$ cat config.mk
export PLATFORM = sky130hd
export DESIGN_NAME = scan_count
export DESIGN_NICKNAME = d
export VERILOG_FILES = /design/src/logic/scan_count_pkg.sv /design/src/logic/beat_buffer.sv /design/src/logic/match_accumulator.sv /design/src/logic/predicate_lane_group.sv /design/src/logic/scan_count.sv
export SDC_FILE = /design/constraint.sdc
export NUM_CORES = 2
export LEC_CHECK = 0
export BUFFER_PORTS_ARGS = -buffer_cell sky130_fd_sc_hd__buf_2
export CORE_UTILIZATION = 55
export DETAILED_ROUTE_END_ITERATION = 6
export GPL_TIMING_DRIVEN = 1
export PLACE_DENSITY = 0.81
export SETUP_SLACK_MARGIN = 0.4
export SYNTH_ARGS = -nofsm -noshare
export SYNTH_HDL_FRONTEND = slang
export SYNTH_SLANG_ARGS = --single-unit
$ cat constraint.sdc
create_clock -name clk -period 23.5 [get_ports clk]
set_input_delay 1.175 -clock clk [delete_from_list [all_inputs] [get_ports clk]]
set_output_delay 1.175 -clock clk [all_outputs]
set_load 0.005 [all_outputs]
$ cat src/logic/scan_count_pkg.sv
`default_nettype none

package scan_count_pkg;

  // Beat geometry.
  localparam int word_width      = 32;
  localparam int words_per_beat  = 16;
  localparam int words_per_group = 8;

  // Input buffer depth, which is also the sender's credit budget after reset.
  localparam int buffer_depth        = 4;
  localparam int buffer_ptr_width    = $clog2(buffer_depth);
  localparam int buffer_count_width  = $clog2(buffer_depth + 1);

  // Width of a per-group match count, holding 0 to words_per_group.
  localparam int group_count_width = $clog2(words_per_group + 1);

  // Width of the packet total.
  localparam int count_width = 32;

  // Comparison applied to every word against the reference value.
  // Codes 6 and 7 are reserved and match nothing.
  typedef enum logic [2:0] {
    op_eq = 3'd0,
    op_ne = 3'd1,
    op_lt = 3'd2,
    op_le = 3'd3,
    op_gt = 3'd4,
    op_ge = 3'd5
  } cmp_op_e;

  // One input beat, 513 bits.
  typedef struct packed {
    logic [words_per_beat-1:0][word_width-1:0] data;
    logic                                      last;
  } beat_t;

  // Partial count from one lane group, 6 bits.
  typedef struct packed {
    logic [group_count_width-1:0] count;
    logic                         valid;
    logic                         last;
  } group_count_t;

endpackage

`default_nettype wire

$ cat src/logic/beat_buffer.sv
`timescale 1ns/1ps
`default_nettype none

module beat_buffer (
  input  logic                  clk,
  input  logic                  rst_n,
  input  logic                  in_valid,
  input  scan_count_pkg::beat_t in_beat,
  output logic                  pop_valid,
  output scan_count_pkg::beat_t pop_beat,
  output logic                  credit_return
);

  // Beat storage.
  scan_count_pkg::beat_t mem [scan_count_pkg::buffer_depth];

  logic [scan_count_pkg::buffer_ptr_width-1:0]   wr_ptr;
  logic [scan_count_pkg::buffer_ptr_width-1:0]   rd_ptr;
  logic [scan_count_pkg::buffer_count_width-1:0] count;
  logic                                          do_pop;

  // Pointer advance with wrap at the last entry.
  function automatic logic [scan_count_pkg::buffer_ptr_width-1:0] next_ptr(
    input logic [scan_count_pkg::buffer_ptr_width-1:0] ptr
  );
    logic [scan_count_pkg::buffer_ptr_width-1:0] nxt;
    if (ptr == scan_count_pkg::buffer_depth - 1) begin
      nxt = '0;
    end else begin
      nxt = ptr + 1'b1;
    end
    return nxt;
  endfunction

  // Drain one beat every cycle while anything is stored.
  assign do_pop = (count != '0);

  always_ff @(posedge clk) begin
    if (!rst_n) begin
      wr_ptr    <= '0;
      rd_ptr    <= '0;
      count     <= '0;
      pop_valid <= 1'b0;
    end else begin
      pop_valid <= do_pop;
      if (in_valid) begin
        wr_ptr <= next_ptr(wr_ptr);
      end
      if (do_pop) begin
        rd_ptr <= next_ptr(rd_ptr);
      end
      case ({in_valid, do_pop})
        2'b10:   count <= count + 1'b1;
        2'b01:   count <= count - 1'b1;
        default: count <= count;
      endcase
    end
  end

  // Storage and output beat carry no reset.
  always_ff @(posedge clk) begin
    if (in_valid) begin
      mem[wr_ptr] <= in_beat;
    end
    if (do_pop) begin
      pop_beat <= mem[rd_ptr];
    end
  end

  // Every beat handed on frees its entry, so one credit goes back with it.
  assign credit_return = pop_valid;

  // The sender must never spend a credit it does not own.
  assert property (@(posedge clk) disable iff (!rst_n)
    in_valid |-> (count < scan_count_pkg::buffer_depth))
    else $error("beat_buffer: write while full, sender exceeded its credits");

endmodule

`default_nettype wire

$ cat src/logic/match_accumulator.sv
`timescale 1ns/1ps
`default_nettype none

module match_accumulator (
  input  logic                                  clk,
  input  logic                                  rst_n,
  input  logic                                  clr,
  input  scan_count_pkg::group_count_t          low_count,
  input  scan_count_pkg::group_count_t          high_count,
  output logic                                  done,
  output logic [scan_count_pkg::count_width-1:0] result_count
);

  logic [scan_count_pkg::count_width-1:0] low_ext;
  logic [scan_count_pkg::count_width-1:0] high_ext;
  logic [scan_count_pkg::count_width-1:0] pair_sum;
  logic [scan_count_pkg::count_width-1:0] sum_q;
  logic [scan_count_pkg::count_width-1:0] total;
  logic                                   pair_valid;
  logic                                   pair_last;

  // Both groups run in lockstep, so the low flags stand for the pair.
  assign pair_valid = low_count.valid;
  assign pair_last  = low_count.valid & low_count.last;

  assign low_ext  = {{(scan_count_pkg::count_width - scan_count_pkg::group_count_width){1'b0}},
                     low_count.count};
  assign high_ext = {{(scan_count_pkg::count_width - scan_count_pkg::group_count_width){1'b0}},
                     high_count.count};
  assign pair_sum = low_ext + high_ext;

  // Running sum including the current pair.
  assign total = sum_q + pair_sum;

  always_ff @(posedge clk) begin
    if (!rst_n) begin
      sum_q <= '0;
      done  <= 1'b0;
    end else begin
      done <= pair_last;
      if (clr) begin
        sum_q <= '0;
      end else if (pair_last) begin
        // Packet finished, start the next one from zero.
        sum_q <= '0;
      end else if (pair_valid) begin
        sum_q <= total;
      end
    end
  end

  // Total is held until the next packet completes.
  always_ff @(posedge clk) begin
    if (pair_last) begin
      result_count <= total;
    end
  end

  // The two lane groups must agree beat for beat.
  assert property (@(posedge clk) disable iff (!rst_n)
    (low_count.valid == high_count.valid) &&
    (!low_count.valid || (low_count.last == high_count.last)))
    else $error("match_accumulator: lane groups out of lockstep");

  // Clearing is only allowed between packets.
  assert property (@(posedge clk) disable iff (!rst_n)
    clr |-> !low_count.valid)
    else $error("match_accumulator: clr during a packet");

endmodule

`default_nettype wire

$ cat src/logic/predicate_lane_group.sv
`timescale 1ns/1ps
`default_nettype none

module predicate_lane_group (
  input  logic                                   clk,
  input  logic                                   rst_n,
  input  logic                                   beat_valid,
  input  logic                                   beat_last,
  input  logic [scan_count_pkg::words_per_group-1:0]
               [scan_count_pkg::word_width-1:0]  words,
  input  scan_count_pkg::cmp_op_e                cmp_op,
  input  logic [scan_count_pkg::word_width-1:0]  cmp_value,
  output scan_count_pkg::group_count_t           group_count
);

  // Raw unsigned comparisons.
  logic [scan_count_pkg::words_per_group-1:0] lt_w;
  logic [scan_count_pkg::words_per_group-1:0] eq_w;

  // Stage one: all six predicates per word.
  logic                                       s1_valid;
  logic                                       s1_last;
  logic [scan_count_pkg::words_per_group-1:0] s1_eq;
  logic [scan_count_pkg::words_per_group-1:0] s1_ne;
  logic [scan_count_pkg::words_per_group-1:0] s1_lt;
  logic [scan_count_pkg::words_per_group-1:0] s1_le;
  logic [scan_count_pkg::words_per_group-1:0] s1_gt;
  logic [scan_count_pkg::words_per_group-1:0] s1_ge;

  // Stage two: selected bits and their count.
  logic [scan_count_pkg::words_per_group-1:0]   sel;
  logic                                         s2_valid;
  logic                                         s2_last;
  logic [scan_count_pkg::group_count_width-1:0] s2_count;

  function automatic logic [scan_count_pkg::group_count_width-1:0] ones(
    input logic [scan_count_pkg::words_per_group-1:0] bits
  );
    logic [scan_count_pkg::group_count_width-1:0] n;
    n = '0;
    for (int i = 0; i < scan_count_pkg::words_per_group; i++) begin
      n = n + {{(scan_count_pkg::group_count_width-1){1'b0}}, bits[i]};
    end
    return n;
  endfunction

  always_comb begin
    for (int i = 0; i < scan_count_pkg::words_per_group; i++) begin
      lt_w[i] = (words[i] < cmp_value);
      eq_w[i] = (words[i] == cmp_value);
    end
  end

  always_ff @(posedge clk) begin
    if (!rst_n) begin
      s1_valid <= 1'b0;
      s1_last  <= 1'b0;
    end else begin
      s1_valid <= beat_valid;
      s1_last  <= beat_valid & beat_last;
    end
  end

  // Everything else follows from less and equal.
  always_ff @(posedge clk) begin
    s1_eq <= eq_w;
    s1_ne <= ~eq_w;
    s1_lt <= lt_w;
    s1_le <= lt_w | eq_w;
    s1_gt <= ~(lt_w | eq_w);
    s1_ge <= ~lt_w;
  end

  always_comb begin
    case (cmp_op)
      scan_count_pkg::op_eq: sel = s1_eq;
      scan_count_pkg::op_ne: sel = s1_ne;
      scan_count_pkg::op_lt: sel = s1_lt;
      scan_count_pkg::op_le: sel = s1_le;
      scan_count_pkg::op_gt: sel = s1_gt;
      scan_count_pkg::op_ge: sel = s1_ge;
      // reserved codes
      default:               sel = '0;
    endcase
  end

  always_ff @(posedge clk) begin
    if (!rst_n) begin
      s2_valid <= 1'b0;
      s2_last  <= 1'b0;
    end else begin
      s2_valid <= s1_valid;
      s2_last  <= s1_last;
    end
  end

  always_ff @(posedge clk) begin
    s2_count <= ones(sel);
  end

  assign group_count = '{count: s2_count, valid: s2_valid, last: s2_last};

endmodule

`default_nettype wire

$ cat src/logic/scan_count.sv
`timescale 1ns/1ps
`default_nettype none

module scan_count (
  input  logic                                   clk,
  input  logic                                   rst_n,
  input  logic                                   clr,
  input  scan_count_pkg::cmp_op_e                cmp_op,
  input  logic [scan_count_pkg::word_width-1:0]  cmp_value,
  input  logic                                   in_valid,
  input  scan_count_pkg::beat_t                  in_beat,
  output logic                                   credit_return,
  output logic                                   done,
  output logic [scan_count_pkg::count_width-1:0] result_count
);

  logic                         pop_valid;
  scan_count_pkg::beat_t        pop_beat;
  scan_count_pkg::group_count_t low_count;
  scan_count_pkg::group_count_t high_count;

  // Words 0 to 7 go low, 8 to 15 go high.
  logic [scan_count_pkg::words_per_group-1:0][scan_count_pkg::word_width-1:0] low_words;
  logic [scan_count_pkg::words_per_group-1:0][scan_count_pkg::word_width-1:0] high_words;

  assign low_words  = pop_beat.data[scan_count_pkg::words_per_group-1:0];
  assign high_words = pop_beat.data[scan_count_pkg::words_per_beat-1:
                                    scan_count_pkg::words_per_group];

  beat_buffer buffer0 (
    .clk           (clk),
    .rst_n         (rst_n),
    .in_valid      (in_valid),
    .in_beat       (in_beat),
    .pop_valid     (pop_valid),
    .pop_beat      (pop_beat),
    .credit_return (credit_return)
  );

  predicate_lane_group low_group (
    .clk         (clk),
    .rst_n       (rst_n),
    .beat_valid  (pop_valid),
    .beat_last   (pop_beat.last),
    .words       (low_words),
    .cmp_op      (cmp_op),
    .cmp_value   (cmp_value),
    .group_count (low_count)
  );

  predicate_lane_group high_group (
    .clk         (clk),
    .rst_n       (rst_n),
    .beat_valid  (pop_valid),
    .beat_last   (pop_beat.last),
    .words       (high_words),
    .cmp_op      (cmp_op),
    .cmp_value   (cmp_value),
    .group_count (high_count)
  );

  match_accumulator accum0 (
    .clk          (clk),
    .rst_n        (rst_n),
    .clr          (clr),
    .low_count    (low_count),
    .high_count   (high_count),
    .done         (done),
    .result_count (result_count)
  );

endmodule

`default_nettype wire

==> impl_metrics.prom <==
# TYPE chip_impl_metric gauge
chip_impl_metric{name="areaGrowthSynthToFinish",unit="%"} 14.52
chip_impl_metric{name="floorplan.io_pins",unit=""} 586
chip_impl_metric{name="wirelength",unit="um"} 270300
chip_impl_metric{name="gpl.final_weighted_congestion",unit=""} 0.8489
chip_impl_info{name="hold_class",value="flop to flop"} 1
chip_impl_metric{name="synth_seq_area_share",unit="%"} 75.34
chip_impl_metric{name="std_cell_rows",unit=""} 161
chip_impl_metric{name="report.final.setup_viol",unit=""} 0
chip_impl_info{name="clock-root-buffer",value="clkbuf_16"} 1
chip_impl_metric{name="clockBufferDepth",unit=""} 4
chip_impl_metric{name="layout.cells.non_filler",unit=""} 8820
chip_impl_metric{name="grt_pass1_wl",unit="um"} 382200
chip_impl_metric{name="post-cts-setup-buffer-count",unit=""} 0
chip_impl_metric{name="post_synth_inst_count",unit=""} 5158
chip_impl_metric{name="report.final.slew_viol_count",unit=""} 0
chip_impl_metric{name="synth-edff-count",unit=""} 2597
chip_impl_metric{name="post_synth_arst_share",unit="%"} 0
chip_impl_metric{name="placedInstanceArea",unit="mm^2"} 0.1137
chip_impl_metric{name="die_height",unit="um"} 444.0
chip_impl_info{name="final_common_cell",value="edfxtp_1"} 1
chip_impl_metric{name="achievable-frequency",unit="MHz"} 202.1
chip_impl_metric{name="grt_pass1_vias",unit=""} 56450
chip_impl_metric{name="synth_seq_cells",unit=""} 2746
chip_impl_metric{name="drive_gt1_share",unit="%"} 26.98
chip_impl_metric{name="post-place-ws",unit="ns"} 18.00
chip_impl_info{name="startpoint_kind_of_the_worst_setup_timing_path",value="flop"} 1
chip_impl_metric{name="grt-ovfl-total",unit=""} 0
chip_impl_metric{name="die-area",unit="mm^2"} 0.1972
chip_impl_metric{name="routed_via_density",unit=""} 6.229
chip_impl_metric{name="worst-endpoint-required",unit="ns"} 24.15
chip_impl_metric{name="power.density_cell_area",unit="mW/mm^2"} 116.1
chip_impl_metric{name="clk_latency",unit="ns"} 0.93
chip_impl_metric{name="tns",unit="ns"} 0
chip_impl_metric{name="cts-buffers-inserted",unit=""} 289
chip_impl_metric{name="routed_wire_length_per_instance",unit="um"} 30.64
chip_impl_metric{name="tightestPinTransition",unit="ns"} 1.247
chip_impl_metric{name="drt_pre_antenna_iters",unit=""} 6
chip_impl_metric{name="drtAntennaViolNets",unit=""} 0
chip_impl_metric{name="slew_headroom",unit="%"} 14.75
chip_impl_metric{name="grtUsageTotal",unit="%"} 27.21
chip_impl_metric{name="pin_count_of_the_biggest_net_entering_global_routing",unit=""} 145
chip_impl_metric{name="initial_utilization",unit="%"} 55.57
chip_impl_metric{name="numClockSinks",unit=""} 2746
chip_impl_info{name="synthFlopType",value="edfxtp_1"} 1
chip_impl_metric{name="clk_pin_slew",unit="ns"} 0.06
chip_impl_metric{name="drv_cap",unit=""} 0
chip_impl_info{name="rsz0062_at_grt",value="no"} 1
chip_impl_info{name="end_kind",value="flop"} 1
chip_impl_metric{name="setup_clock_skew_after_layout",unit="ns"} 0.05569
chip_impl_metric{name="number_of_hold_violations_in_the_final_report",unit=""} 0
chip_impl_metric{name="final_cell_utilization_of_the_core",unit="%"} 63.64
chip_impl_metric{name="critPathArrivalTime",unit="ns"} 5.60
chip_impl_info{name="status",value="completed"} 1
chip_impl_info{name="timing_worst_setup_path_type",value="flop to flop"} 1
chip_impl_metric{name="number_of_antenna_violations_at_the_first_check_in_global_routing",unit=""} 201
chip_impl_metric{name="total_of_buffers_placed_on_input_and_output_ports",unit=""} 585
chip_impl_metric{name="ir_worst_vdd",unit="mV"} 0.09875
chip_impl_metric{name="placeableCoreArea",unit="mm^2"} 0.1934
chip_impl_metric{name="syn-cell-area",unit="mm^2"} 0.1075
chip_impl_metric{name="postCtsResizedCells",unit=""} 0
chip_impl_info{name="most_frequent_cells_in_the_layout",value="edfxtp_1, buf_2, ha_1"} 1
chip_impl_metric{name="postLayoutSetupSlackWorst",unit="ns"} 18.55
chip_impl_metric{name="post-route-period-util",unit="%"} 21.06
chip_impl_metric{name="route.vias.total",unit=""} 54940
chip_impl_metric{name="cts_hold_buf",unit=""} 0
chip_impl_metric{name="synth_cell_types",unit=""} 63
chip_impl_metric{name="layout.nets",unit=""} 7079
chip_impl_metric{name="post-route-drc-count",unit=""} 0
chip_impl_metric{name="ys_warn_count",unit=""} 0
chip_impl_metric{name="critical_path.max_fanout",unit=""} 44
chip_impl_metric{name="first_iter_violations",unit=""} 5640
chip_impl_metric{name="synthesis.area_per_instance",unit="um^2"} 20.84
chip_impl_metric{name="synthesis.nets",unit=""} 6254
chip_impl_metric{name="clock_tree.htree_level_count",unit=""} 5
chip_impl_metric{name="post-dp-hpwl",unit="um"} 168600
chip_impl_metric{name="floorplan.die.width",unit="um"} 444.0
chip_impl_metric{name="min_period",unit="ns"} 4.949
chip_impl_metric{name="placed_instances",unit=""} 8218
chip_impl_info{name="tritoncts",value="built"} 1
chip_impl_metric{name="final_area",unit="mm^2"} 0.1231
chip_impl_metric{name="static-leakage-power",unit="nW"} 43.04
layout make-up:
| class | instances | area, um^2 |
|---|---|---|
| Timing Repair Buffer | 676 | 3651 |
| Clock buffer | 355 | 7794 |
| Multi-Input combinational cell | 2133 | 25410 |
| Antenna cell | 107 | 267.8 |
| Fill cell | 12530 | 70310 |
| Clock inverter | 140 | 1296 |
| Sequential cell | 2746 | 80980 |
| Inverter | 137 | 523.0 |
| Tap cell | 2526 | 3161 |
power by group:
group	switching, W	internal [W]	total [W]
clock network	0.00183	0.00259	0.00443
logic	0.00177	0.00138	0.00316
registers	0.000332	0.00637	0.00670
total	0.00394	0.0103	0.0143
final timing paths:
| check | cells after the start | slack (ns) | to | start |
|---|---|---|---|---|
| setup / recovery | 5 | 18.55 | buffer0.pop_beat[409] | buffer0.rd_ptr[0] |
| hold / removal | 1 | 0.43 | low_group.s2_valid | low_group.s1_valid |
| setup reg to reg | 5 | 18.55 | buffer0.pop_beat[409] | buffer0.rd_ptr[0] |
| hold reg to reg | 1 | 0.43 | low_group.s2_valid | low_group.s1_valid |
metrics by stage:
stage                     total power, W  hold WS, ns
after floorplan                 0.009178       0.4119
after global placement          0.009761       0.4150
after detailed placement        0.009916       0.4239
after CTS                        0.01435       0.3723
after global routing             0.01486       0.4097
final                            0.01429       0.4328
layer usage:
| layer | routed length (um) | global-route usage (%) | share of wire (%) |
|---|---|---|---|
| met4 | 14850 | 14.88 | 5.5 |
| met1 | 94240 | 33.20 | 35 |
| met5 | 650 | 0 | 0.24 |
| met2 | 134800 | 44.37 | 50 |
| met3 | 25680 | 7.303 | 9.5 |
logic make-up (layout without fill, tap and decap cells):
family,Yosys count,count (layout),share of synthesized area (%)
AOI/OAI and AO/OA,496,496,3.055
xor gates and xnor gates,49,49,0.3993
adders and majority gates,544,544,6.410
buffers and inverters,279,1308,1.030
DFF,2746,2746,75.34
muxes,554,554,11.28
other,0,107,0
and+or+nand+nor,490,490,2.483
registers in the layout, indices dropped and copies added (netlist names), 32 cells and up:
signal and count:
accum0.result_count 32, buffer0.pop_beat 513, accum0.sum_q 32, buffer0.mem 2052
cell usage after synthesis, types with 12 or more instances:
cell type  instances  area share (%)
edfxtp_1        2597              73
nand4_1          107            0.62
a221o_1           18            0.17
and2_1            14           0.081
nor2b_1           12           0.070
and3_1            15           0.087
a21oi_1          161            0.75
dfxtp_1          149             2.8
a211oi_1          12           0.084
or2_2             15           0.087
nor4_1            12           0.070
mux4_2           526              11
ha_1             533             6.2
inv_1            136            0.47
xnor2_1           27            0.22
nand3_1           53            0.25
buf_2             47            0.22
mux2i_1           27            0.25
xor2_1            22            0.18
a21o_1           132            0.92
and4_1            27            0.22
buf_1             26           0.091
nor2_1            68            0.24
o21ai_0           73            0.34
or3_1             15           0.087
clkbuf_1          69            0.24
nor3_1            35            0.16
nand2_1           91            0.32
a221oi_1          26            0.21
critical path, cell delays in order (launching register included):
cell and delay [ns]:
dfxtp_4 0.77, buf_4 0.71, buf_4 0.81, buf_4 0.74, buf_4 0.85, mux4_2 0.62
Note: power is estimated with default switching activity, not from simulation.
